`src/bru_pkg.sv`:
```
// ----------------------------------------
// branch resolution unit package
// widths, vector types, op codes and
// the payload structs between stages
// ----------------------------------------

package bru_pkg;

    localparam int XLEN            = 32;
    localparam int IMM20_WIDTH     = 20;
    localparam int ROB_INDEX_WIDTH = 7;
    localparam int PR_WIDTH        = 7;

    typedef logic [XLEN-1:0]            word_t;
    typedef logic [XLEN-1:0]            pc_t;
    typedef logic [IMM20_WIDTH-1:0]     imm20_t;
    typedef logic [PR_WIDTH-1:0]        pr_t;
    typedef logic [ROB_INDEX_WIDTH-1:0] rob_index_t;

    // op codes as sent by the issue queue
    typedef enum logic [3:0] {
        OP_JALR   = 4'd0,
        OP_C_JALR = 4'd1,
        OP_JAL    = 4'd2,
        OP_C_JAL  = 4'd3,
        OP_C_J    = 4'd4,
        OP_C_JR   = 4'd5,
        OP_LUI    = 4'd6,
        OP_AUIPC  = 4'd7,
        OP_BEQ    = 4'd8,
        OP_BNE    = 4'd9,
        OP_C_BEQZ = 4'd10,
        OP_C_BNEZ = 4'd11,
        OP_BLT    = 4'd12,
        OP_BGE    = 4'd13,
        OP_BLTU   = 4'd14,
        OP_BGEU   = 4'd15
    } bru_op_e;

    // ----------------------------------------
    // stage payloads

    typedef struct packed {
        bru_op_e    op;
        pc_t        pc;
        pc_t        pred_pc;
        imm20_t     imm20;      // compressed imm, sign always in bit 11
        word_t      a;
        word_t      b;
        pr_t        dest_pr;
        rob_index_t rob_index;
    } bru_issue_t;

    typedef struct packed {
        bru_op_e    op;
        pc_t        pc;
        pc_t        pred_pc;
        word_t      imm32;      // expanded imm
        word_t      a;
        word_t      b;
        pr_t        dest_pr;
        rob_index_t rob_index;
    } bru_ex_t;

    typedef struct packed {
        logic taken;
        pc_t  target_pc;
    } bru_target_t;

    typedef struct packed {
        pc_t   start_pc;
        word_t write_data;
    } bru_link_t;

    // ----------------------------------------
    // output interfaces

    typedef struct packed {
        word_t      data;
        pr_t        pr;
        rob_index_t rob_index;
    } bru_wb_t;

    typedef struct packed {
        rob_index_t rob_index;
        logic       is_mispredict;
        logic       is_taken;
        pc_t        start_pc;
        pc_t        target_pc;
    } bru_notif_t;

endpackage

```
`src/bru_decode_stage.sv`:
```
// ----------------------------------------
// issue register, imm20 expansion and
// execute register with hold logic
// ----------------------------------------

`timescale 1ns/1ps

module bru_decode_stage (
    input  logic                CLK,
    input  logic                nRST,
    input  logic                issue_valid,
    input  bru_pkg::bru_issue_t issue,
    output logic                issue_ready,
    input  logic                stall,
    output logic                ex_valid,
    output bru_pkg::bru_ex_t    ex
);

    import bru_pkg::*;

    logic       is_valid;   // issue register occupied
    bru_issue_t is_op;
    logic       ex_hold;
    logic       is_hold;
    word_t      imm32;
    bru_ex_t    next_ex;

    // ----------------------------------------
    // stall chain, bubbles never hold

    assign ex_hold     = ex_valid & stall;
    assign is_hold     = is_valid & ex_hold;
    assign issue_ready = ~is_hold;

    // ----------------------------------------
    // imm20 -> imm32 by op class

    always_comb begin
        case (is_op.op)
            // I-imm
            OP_JALR: begin
                imm32 = {{20{is_op.imm20[11]}}, is_op.imm20[11:0]};
            end
            // U-imm, sign bit lands in bit 31
            OP_LUI, OP_AUIPC: begin
                imm32 = {is_op.imm20[11:0], is_op.imm20[19:12], 12'h000};
            end
            // B-imm
            OP_BEQ, OP_BNE, OP_C_BEQZ, OP_C_BNEZ,
            OP_BLT, OP_BGE, OP_BLTU, OP_BGEU: begin
                imm32 = {{20{is_op.imm20[11]}}, is_op.imm20[0],
                         is_op.imm20[10:1], 1'b0};
            end
            // J-imm for remaining jumps
            default: begin
                imm32 = {{12{is_op.imm20[11]}}, is_op.imm20[19:12],
                         is_op.imm20[0], is_op.imm20[10:1], 1'b0};
            end
        endcase
    end

    always_comb begin
        next_ex.op        = is_op.op;
        next_ex.pc        = is_op.pc;
        next_ex.pred_pc   = is_op.pred_pc;
        next_ex.imm32     = imm32;
        next_ex.a         = is_op.a;
        next_ex.b         = is_op.b;
        next_ex.dest_pr   = is_op.dest_pr;
        next_ex.rob_index = is_op.rob_index;
    end

    // ----------------------------------------
    // registers

    always_ff @(posedge CLK, negedge nRST) begin
        if (!nRST) begin
            is_valid <= 1'b0;
            ex_valid <= 1'b0;
        end else begin
            if (issue_ready) begin
                is_valid <= issue_valid;
            end
            if (!ex_hold) begin
                ex_valid <= is_valid;
            end
        end
    end

    // payload follows the same enables
    always_ff @(posedge CLK) begin
        if (issue_ready) begin
            is_op <= issue;
        end
        if (!ex_hold) begin
            ex <= next_ex;
        end
    end

endmodule

```
`src/bru_target_unit.sv`:
```
// ----------------------------------------
// branch compare and target selection
// ----------------------------------------

`timescale 1ns/1ps

module bru_target_unit (
    input  bru_pkg::bru_ex_t     ex,
    output bru_pkg::bru_target_t tgt
);

    import bru_pkg::*;

    pc_t  pc_plus_imm;
    pc_t  pc_plus_4;
    pc_t  a_plus_imm;
    logic a_eq_b;
    logic a_eq_zero;
    logic a_lts_b;
    logic a_ltu_b;
    logic cond;         // branch condition holds

    assign pc_plus_imm = ex.pc + ex.imm32;
    assign pc_plus_4   = ex.pc + 32'd4;
    assign a_plus_imm  = ex.a + ex.imm32;

    assign a_eq_b    = ex.a == ex.b;
    assign a_eq_zero = ex.a == '0;
    assign a_lts_b   = $signed(ex.a) < $signed(ex.b);
    assign a_ltu_b   = ex.a < ex.b;

    // condition per conditional branch
    always_comb begin
        case (ex.op)
            OP_BEQ:    cond = a_eq_b;
            OP_BNE:    cond = ~a_eq_b;
            OP_C_BEQZ: cond = a_eq_zero;
            OP_C_BNEZ: cond = ~a_eq_zero;
            OP_BLT:    cond = a_lts_b;
            OP_BGE:    cond = ~a_lts_b;
            OP_BLTU:   cond = a_ltu_b;
            OP_BGEU:   cond = ~a_ltu_b;
            default:   cond = 1'b0;    // not a branch
        endcase
    end

    always_comb begin
        case (ex.op)
            OP_JALR: begin
                tgt.taken     = 1'b1;
                tgt.target_pc = a_plus_imm;
            end
            OP_C_JALR, OP_C_JR: begin
                tgt.taken     = 1'b1;
                tgt.target_pc = ex.a;       // register target, no offset
            end
            OP_JAL, OP_C_JAL, OP_C_J: begin
                tgt.taken     = 1'b1;
                tgt.target_pc = pc_plus_imm;
            end
            OP_LUI, OP_AUIPC: begin
                tgt.taken     = 1'b0;       // no notif sent anyway
                tgt.target_pc = pc_plus_imm;
            end
            default: begin
                tgt.taken     = cond;
                tgt.target_pc = cond ? pc_plus_imm : pc_plus_4;
            end
        endcase
    end

endmodule

```
`src/bru_link_unit.sv`:
```
// ----------------------------------------
// start pc and write data selection
// ----------------------------------------

`timescale 1ns/1ps

module bru_link_unit (
    input  bru_pkg::bru_ex_t   ex,
    output bru_pkg::bru_link_t link
);

    import bru_pkg::*;

    pc_t pc_plus_2;
    pc_t pc_plus_4;
    pc_t pc_plus_imm;

    assign pc_plus_2   = ex.pc + 32'd2;
    assign pc_plus_4   = ex.pc + 32'd4;
    assign pc_plus_imm = ex.pc + ex.imm32;

    // 16-bit ops start at their own pc, 32-bit ops at the upper half
    always_comb begin
        case (ex.op)
            OP_C_JALR, OP_C_JAL, OP_C_J,
            OP_C_JR, OP_C_BEQZ, OP_C_BNEZ: begin
                link.start_pc = ex.pc;
            end
            default: begin
                link.start_pc = pc_plus_2;
            end
        endcase
    end

    always_comb begin
        case (ex.op)
            OP_C_JALR, OP_C_JAL: link.write_data = pc_plus_2;
            OP_LUI:              link.write_data = ex.imm32;
            OP_AUIPC:            link.write_data = pc_plus_imm;
            // JALR, JAL link, rest don't care
            default:             link.write_data = pc_plus_4;
        endcase
    end

endmodule

```
`src/bru_result_stage.sv`:
```
// ----------------------------------------
// result register, output valids,
// mispredict flag and stall generation
// ----------------------------------------

`timescale 1ns/1ps

module bru_result_stage (
    input  logic                 CLK,
    input  logic                 nRST,
    input  logic                 ex_valid,
    input  bru_pkg::bru_ex_t     ex,
    input  bru_pkg::bru_target_t tgt,
    input  bru_pkg::bru_link_t   link,
    input  logic                 wb_ready,
    input  logic                 notif_ready,
    output logic                 stall,
    output logic                 wb_valid,
    output bru_pkg::bru_wb_t     wb,
    output logic                 notif_valid,
    output bru_pkg::bru_notif_t  notif
);

    import bru_pkg::*;

    logic        res_valid;
    bru_op_e     res_op;
    pr_t         res_dest_pr;
    rob_index_t  res_rob_index;
    pc_t         res_pred_pc;
    bru_target_t res_tgt;
    bru_link_t   res_link;
    logic        wb_op;     // op writes a register
    logic        notif_op;  // op notifies the rob

    // whole result waits until both sinks are free
    assign stall = (wb_valid & ~wb_ready) | (notif_valid & ~notif_ready);

    always_ff @(posedge CLK, negedge nRST) begin
        if (!nRST) begin
            res_valid <= 1'b0;
        end else if (!stall) begin
            res_valid <= ex_valid;
        end
    end

    always_ff @(posedge CLK) begin
        if (!stall) begin
            res_op        <= ex.op;
            res_dest_pr   <= ex.dest_pr;
            res_rob_index <= ex.rob_index;
            res_pred_pc   <= ex.pred_pc;
            res_tgt       <= tgt;
            res_link      <= link;
        end
    end

    // ----------------------------------------
    // output decode

    always_comb begin
        case (res_op)
            OP_JALR, OP_C_JALR, OP_JAL, OP_C_JAL: begin
                wb_op    = 1'b1;
                notif_op = 1'b1;
            end
            OP_LUI, OP_AUIPC: begin
                wb_op    = 1'b1;
                notif_op = 1'b0;
            end
            default: begin      // C_J, C_JR and conditional branches
                wb_op    = 1'b0;
                notif_op = 1'b1;
            end
        endcase
    end

    assign wb_valid    = res_valid & wb_op;
    assign notif_valid = res_valid & notif_op;

    always_comb begin
        wb.data         = res_link.write_data;
        wb.pr           = res_dest_pr;
        wb.rob_index    = res_rob_index;

        notif.rob_index     = res_rob_index;
        notif.is_mispredict = res_tgt.target_pc != res_pred_pc;
        notif.is_taken      = res_tgt.taken;
        notif.start_pc      = res_link.start_pc;
        notif.target_pc     = res_tgt.target_pc;
    end

endmodule

```
`src/bru_pipeline.sv`:
```
// ----------------------------------------
// branch resolution pipeline top level
// ----------------------------------------

`timescale 1ns/1ps

module bru_pipeline (
    input  logic                CLK,
    input  logic                nRST,
    input  logic                issue_valid,
    input  bru_pkg::bru_issue_t issue,
    output logic                issue_ready,
    output logic                wb_valid,
    output bru_pkg::bru_wb_t    wb,
    input  logic                wb_ready,
    output logic                notif_valid,
    output bru_pkg::bru_notif_t notif,
    input  logic                notif_ready
);

    import bru_pkg::*;

    logic        ex_valid;
    bru_ex_t     ex;
    bru_target_t tgt;
    bru_link_t   link;
    logic        stall;     // result stage holding

    bru_decode_stage u_decode (
        .CLK         (CLK),
        .nRST        (nRST),
        .issue_valid (issue_valid),
        .issue       (issue),
        .issue_ready (issue_ready),
        .stall       (stall),
        .ex_valid    (ex_valid),
        .ex          (ex)
    );

    // both units work on the execute register in parallel
    bru_target_unit u_target (
        .ex  (ex),
        .tgt (tgt)
    );

    bru_link_unit u_link (
        .ex   (ex),
        .link (link)
    );

    bru_result_stage u_result (
        .CLK         (CLK),
        .nRST        (nRST),
        .ex_valid    (ex_valid),
        .ex          (ex),
        .tgt         (tgt),
        .link        (link),
        .wb_ready    (wb_ready),
        .notif_ready (notif_ready),
        .stall       (stall),
        .wb_valid    (wb_valid),
        .wb          (wb),
        .notif_valid (notif_valid),
        .notif       (notif)
    );

endmodule

```
`config.mk`:
```
export PLATFORM = sky130hd
export DESIGN_NAME = bru_pipeline
export DESIGN_NICKNAME = d
export VERILOG_FILES = /design/src/bru_pkg.sv /design/src/bru_decode_stage.sv /design/src/bru_target_unit.sv /design/src/bru_link_unit.sv /design/src/bru_result_stage.sv /design/src/bru_pipeline.sv
export SDC_FILE = /design/constraint.sdc
export NUM_CORES = 1
export LEC_CHECK = 0
export BUFFER_PORTS_ARGS = -buffer_cell sky130_fd_sc_hd__buf_2
export CAP_MARGIN = 25
export CELL_PAD_IN_SITES_DETAIL_PLACEMENT = 1
export CELL_PAD_IN_SITES_GLOBAL_PLACEMENT = 2
export CORE_ASPECT_RATIO = 0.75
export CORE_MARGIN = 2
export CORE_UTILIZATION = 30
export CTS_BUF_LIST = sky130_fd_sc_hd__clkbuf_4
export DETAILED_ROUTE_END_ITERATION = 16
export GPL_ROUTABILITY_DRIVEN = 0
export PLACE_DENSITY_LB_ADDON = 0.25
export SYNTH_ARGS = -nofsm -noshare
export SYNTH_HDL_FRONTEND = slang
export SYNTH_SLANG_ARGS = --single-unit
```
`constraint.sdc`:
```
create_clock -name CLK -period 8.1 [get_ports CLK]
set_input_delay 1.215 -clock CLK [delete_from_list [all_inputs] [get_ports CLK]]
set_output_delay 1.215 -clock CLK [all_outputs]
set_load 0.05 [all_outputs]
```
# After elaboration in Yosys (flattened, before gate mapping)
# Cells that the tools add are included.
# op_classes
n_addsub	4
n_lt_le_gt_ge	2
eq_ne	32
n_mux	8
bitwise	14
n_reduce_logical	13
# ops
operator	n
33-bit case mux with 4 select lines	1
32-bit case mux with 3 select lines	1
31-bit case mux with 3 select lines	1
32-bit adder	2
4-bit equality test (second input constant)	16
32-bit < comparator	2
32-bit two-way mux	2
32-bit by 2-bit adder with 32-bit output (second input constant)	1
32-bit by 3-bit adder with 32-bit output (second input constant)	1
32-bit equality test	1
4-bit by 3-bit equality test with 1-bit output (second input constant)	8
32-bit logical NOT	1
32-bit != test	1
4-bit by 2-bit equality test with 1-bit output (second input constant)	4
4-bit logical NOT	3
6-bit OR reduction	2
2-bit OR reduction	5
4-bit by 1-bit equality test with 1-bit output (second input constant)	2
1-bit case mux with 8 select lines	1
8-bit OR reduction	1
1-bit NOT	7
1-bit AND	6
3-bit OR reduction	1
1-bit two-way mux	2
1-bit OR	1
# word_totals
regBits	494
in_bits	171
output_inout_bits	122
word_cells	100

# Longest topological paths before layout
# logic_depth
ltp_word	9
mapped_depth	14
mapped_depth_nobuf	13

# Modules after synthesis
# From an unflattened synthesis, not the netlist that was laid out.
# unflattened
hier_cells	1954
area_unflattened_um2	24663.7
# by_module_without_submodules
module	instances	cells_each	area_each_um2	seq_area_each_um2
bru_decode_stage	1	402	10760.3	10380.0
bru_target_unit	1	771	5407.7	0.0
bru_result_stage	1	206	4857.2	4409.2
bru_link_unit	1	575	3638.5	0.0

# Least setup slack after synthesis
# OpenSTA, ideal clock, no wires.
# synth_timing
path_type	input to register
start	input wb_ready
end	register u_decode.is_op[0] in the netlist's numbering (enable)
setup_time_ns	1.931
t_arrival_ns	5.530
required_ns	6.169
slack_ns	0.639
cell_stages	2
path_buffers	0
cell_sequence	o22ai_1 > nand3_1
# synth_between
elab_chain_len	5
# synth_rtl
element	line	text
start: declaration	bru_pipeline.sv:15	input logic wb_ready,
1-bit NOT	bru_result_stage.sv:37	assign stall = (wb_valid & ~wb_ready) | (notif_valid & ~notif_ready);
1-bit AND	bru_result_stage.sv:37	
1-bit OR	bru_result_stage.sv:37	
1-bit AND	bru_decode_stage.sv:31	assign ex_hold = ex_valid & stall;
1-bit AND	bru_decode_stage.sv:32	assign is_hold = is_valid & ex_hold;
end signal: assignment	bru_decode_stage.sv:93	is_op <= issue;
end: declaration	bru_decode_stage.sv:22	bru_issue_t is_op;
# Every way passes these cells.
# A chain may end at the register's enable or synchronous reset.

==> metrics <==
outcome completed; Static Leak about 0.011 µW; initial antenna violation count 2; vias in the first global route ~16000; fin crit period between 4 and 5 ns; count of cell types in the netlist ~70; final worst setup slack approximately 3.6 ns; EDFF count, synth between 400 and 500; CTS tree done; Crit path arrival time 3.30 ns; Worst setup SP type flop; period utilization a little under three fifths; clock slew at reported path FFs roughly 0.060 ns; FP Rows 86; post-CTS resize count 0; Post-Layout Cell Count 3097; cts bufs inserted 133; DRC viols 0; 1st-pass router iterations 9; Worst Setup Path Type reg2out; sequential fraction of the synthesis area between 60% and 70%; maximum vdd drop around 0.00023 V; Final Setup Violations 0; gr usage total 19.86%; initial drt markers approximately 1500; power consumption 13150 µW; Synth top area share between 60 and 70%; mapped cell area 22480 µm²; syn nets approximately 1900; Die X between 300 and 400 µm; Bufs on Longest Clock Path 3; clock sink total 493; Util after Layout approximately 36%; Final Hold Fails 0; yosys synthesis warning count 0; # IOs approximately 300; clk_skew 0.06090 ns; Main synth FF type edfxtp_1; CP endpoint kind primary output; Initial Utilization 30.45%; max-slew violation count 0; largest net degree at the start of global routing approximately 130; unrepaired setup endpoints after global routing no; Layout area overhead 19.02%; share of post-route cells with drive strength above 1 between 20% and 30%; Post-DP HPWL about 58 mm; MaxCap Viol Count 0; post-synthesis async set-or-reset flop share less than 1%; PortBufs roughly 290; final net count between 2000 and 2500; Vias approximately 16000; post-placement cell count ~2900; die area around 77000 µm²; Via-to-Cell Ratio between 5 and 6; core box area around 74000 µm²; setup_tns 0 ns; Max-slew headroom 25.75%; final WL a little under 80 mm; first-pass GRT wire length approximately 110 mm; Synth area leader edfxtp_1; Area contributors post-synth edfxtp_1 (65%), ha_1 (5.3%), xnor2_1 (4.5%), a21oi_1 (2.5%), xor2_1 (2.2%); die height ~240 µm; Clk Latency, worst-skew pair roughly 1 ns; Syn Area/Cell 13.59 µm²; post-synthesis cell count 1654; power density cells a little under 500 nW/µm²; clock root buffer clkbuf_4; number of synthesized register bits 493; Post-Place Worst Slack around 3.8 ns; crit-path max FO 2; worst hold path type reg2reg; drt wl/cell 24.82 µm; Req. time, crit path slightly below 7 ns; slew of the pin with the lowest slew margin 1.105 ns; Max Freq 0.2213 GHz; total congestion overflow 0; DRT antenna net count 0; H-tree depth 4
## final timing paths
kind | from | to | slack, ns | depth (start not counted)
worst min register to register | u_decode.is_op[29] | u_decode.ex[29] | 0.38 | 0
max in group asynchronous | nRST | u_result.res_valid | 7.40 | 2
worst min-delay path | u_decode.is_op[29] | u_decode.ex[29] | 0.38 | 0
worst max-delay path | u_result.notif[9] | notif[65] | 3.58 | 5
worst max register to register | u_decode.ex[175] | u_result.notif[6] | 3.89 | 11
min in group asynchronous | nRST | u_decode.is_valid | 0.59 | 2
## power by group
group          switching (µW)  internal (µW)  total [µW]
Sequential                906           4160        5060
Combinational            4050           1810        5860
Clock                    1060           1160        2220
## timing repair
item                       in CTS  in global routing
hold buffers                    1                  0
setup buffers                   0                  0
setup endpoints to repair       0                  0
hold endpoints to repair        3                  0
## cells in the final DEF (no fill, tap or decap), types with 6 or more instances in the layout
cell type    n
nand2_1    117
o21ai_0     70
buf_4       21
clkbuf_4   181
a221o_1     16
edfxtp_1   490
nor2b_1     12
buf_2      292
a221oi_1     9
o21bai_1    10
clkinv_1    25
mux2i_1     21
nor4_1      12
a22oi_1      7
a222oi_1    15
o31ai_1      6
o211ai_1     7
a21oi_1    111
nand4_1     28
inv_1       55
a211oi_1    11
nor3_1      17
a21o_1      56
and2_1      17
xor2_1      56
nor2_1      99
a31oi_1      7
nand2b_1    14
nand3_1     25
xnor2_1    115
and3_1      12
ha_1        96
o21a_1       7
## stage by stage
stage | hold WS [ns] | area (µm²)
2_1_floorplan | 0.4003 | 22480
3_3_place_gp | 0.4005 | 25090
3_5_place_dp | 0.4052 | 25090
4_1_cts | 0.2320 | 26740
5_1_grt | 0.2966 | 26750
6_report | 0.3835 | 26750
## cells in the mapped netlist, types with 4 or more instances
master / instances
mux2i_1: 21
nand2b_1: 14
a221oi_1: 9
a31oi_1: 7
xnor2_1: 116
o21bai_1: 10
xor2_1: 56
nor2_1: 102
nand3_1: 26
clkbuf_1: 42
ha_1: 96
a21oi_1: 111
buf_2: 10
nor4_1: 13
o22ai_1: 4
buf_1: 5
o211ai_1: 7
nor2b_1: 12
and3_1: 12
o21ai_0: 70
or2_2: 5
a222oi_1: 15
buf_4: 7
nor3_1: 17
o221ai_1: 5
edfxtp_1: 490
a211oi_1: 11
o21a_1: 7
nand2_1: 118
a221o_1: 16
o31ai_1: 6
nand4_1: 28
a21o_1: 56
a22oi_1: 7
inv_1: 56
and2_1: 17
## worst max-delay path, cell delays in order (launching register included)
cell and delay, ns:
edfxtp_1 0.42, xnor2_1 0.46, nand4_1 0.25, nor4_1 0.89, nand2_1 0.09, buf_2 0.25
## area by class of cell
type / count / area [µm²]
antenna: 5 / 12.51
clock buffer: 181 / 1359
clock inverter: 39 / 281.5
fill: 8009 / 47060
inverter: 58 / 222.7
multi-input combinational: 1038 / 7229
sequential: 493 / 14790
tap: 968 / 1211
timing repair buffer: 315 / 1649
## registers in the layout, summed over array words and instances (netlist names)
signal                  count
u_decode.is_valid           1
u_result.res_dest_pr        7
u_decode.is_op            166
u_result.res_pred_pc       32
u_decode.ex_valid           1
u_result.wb                32
u_result.res_op             3
u_result.res_rob_index      7
u_result.res_valid          1
u_result.notif             65
u_decode.ex               178
## logic make-up after synthesis
| family | count (synthesis) | synth area share (%) |
|---|---|---|
| buffers and inverters | 123 | 2.232 |
| flip-flops | 493 | 65.79 |
| AND/OR/NAND/NOR | 385 | 8.249 |
| XOR/XNOR | 172 | 6.702 |
| AO/OA/AOI/OAI | 361 | 10.52 |
| adder cells (fa/ha/maj) | 98 | 5.522 |
| multiplexers | 22 | 0.9852 |
## metal layers
| metal | GRT usage [%] | vias to the layer above | share of wire, % |
|---|---|---|---|
| li1 | - | 7085 | - |
| met1 | 29.54 | 7783 | 49 |
| met2 | 28.86 | 603 | 42 |
| met3 | 4.221 | 97 | 6.8 |
| met4 | 5.961 | 0 | 1.6 |
| met5 | 0 | - | 0 |
No activity file was read; power rests on OpenSTA's default activity.
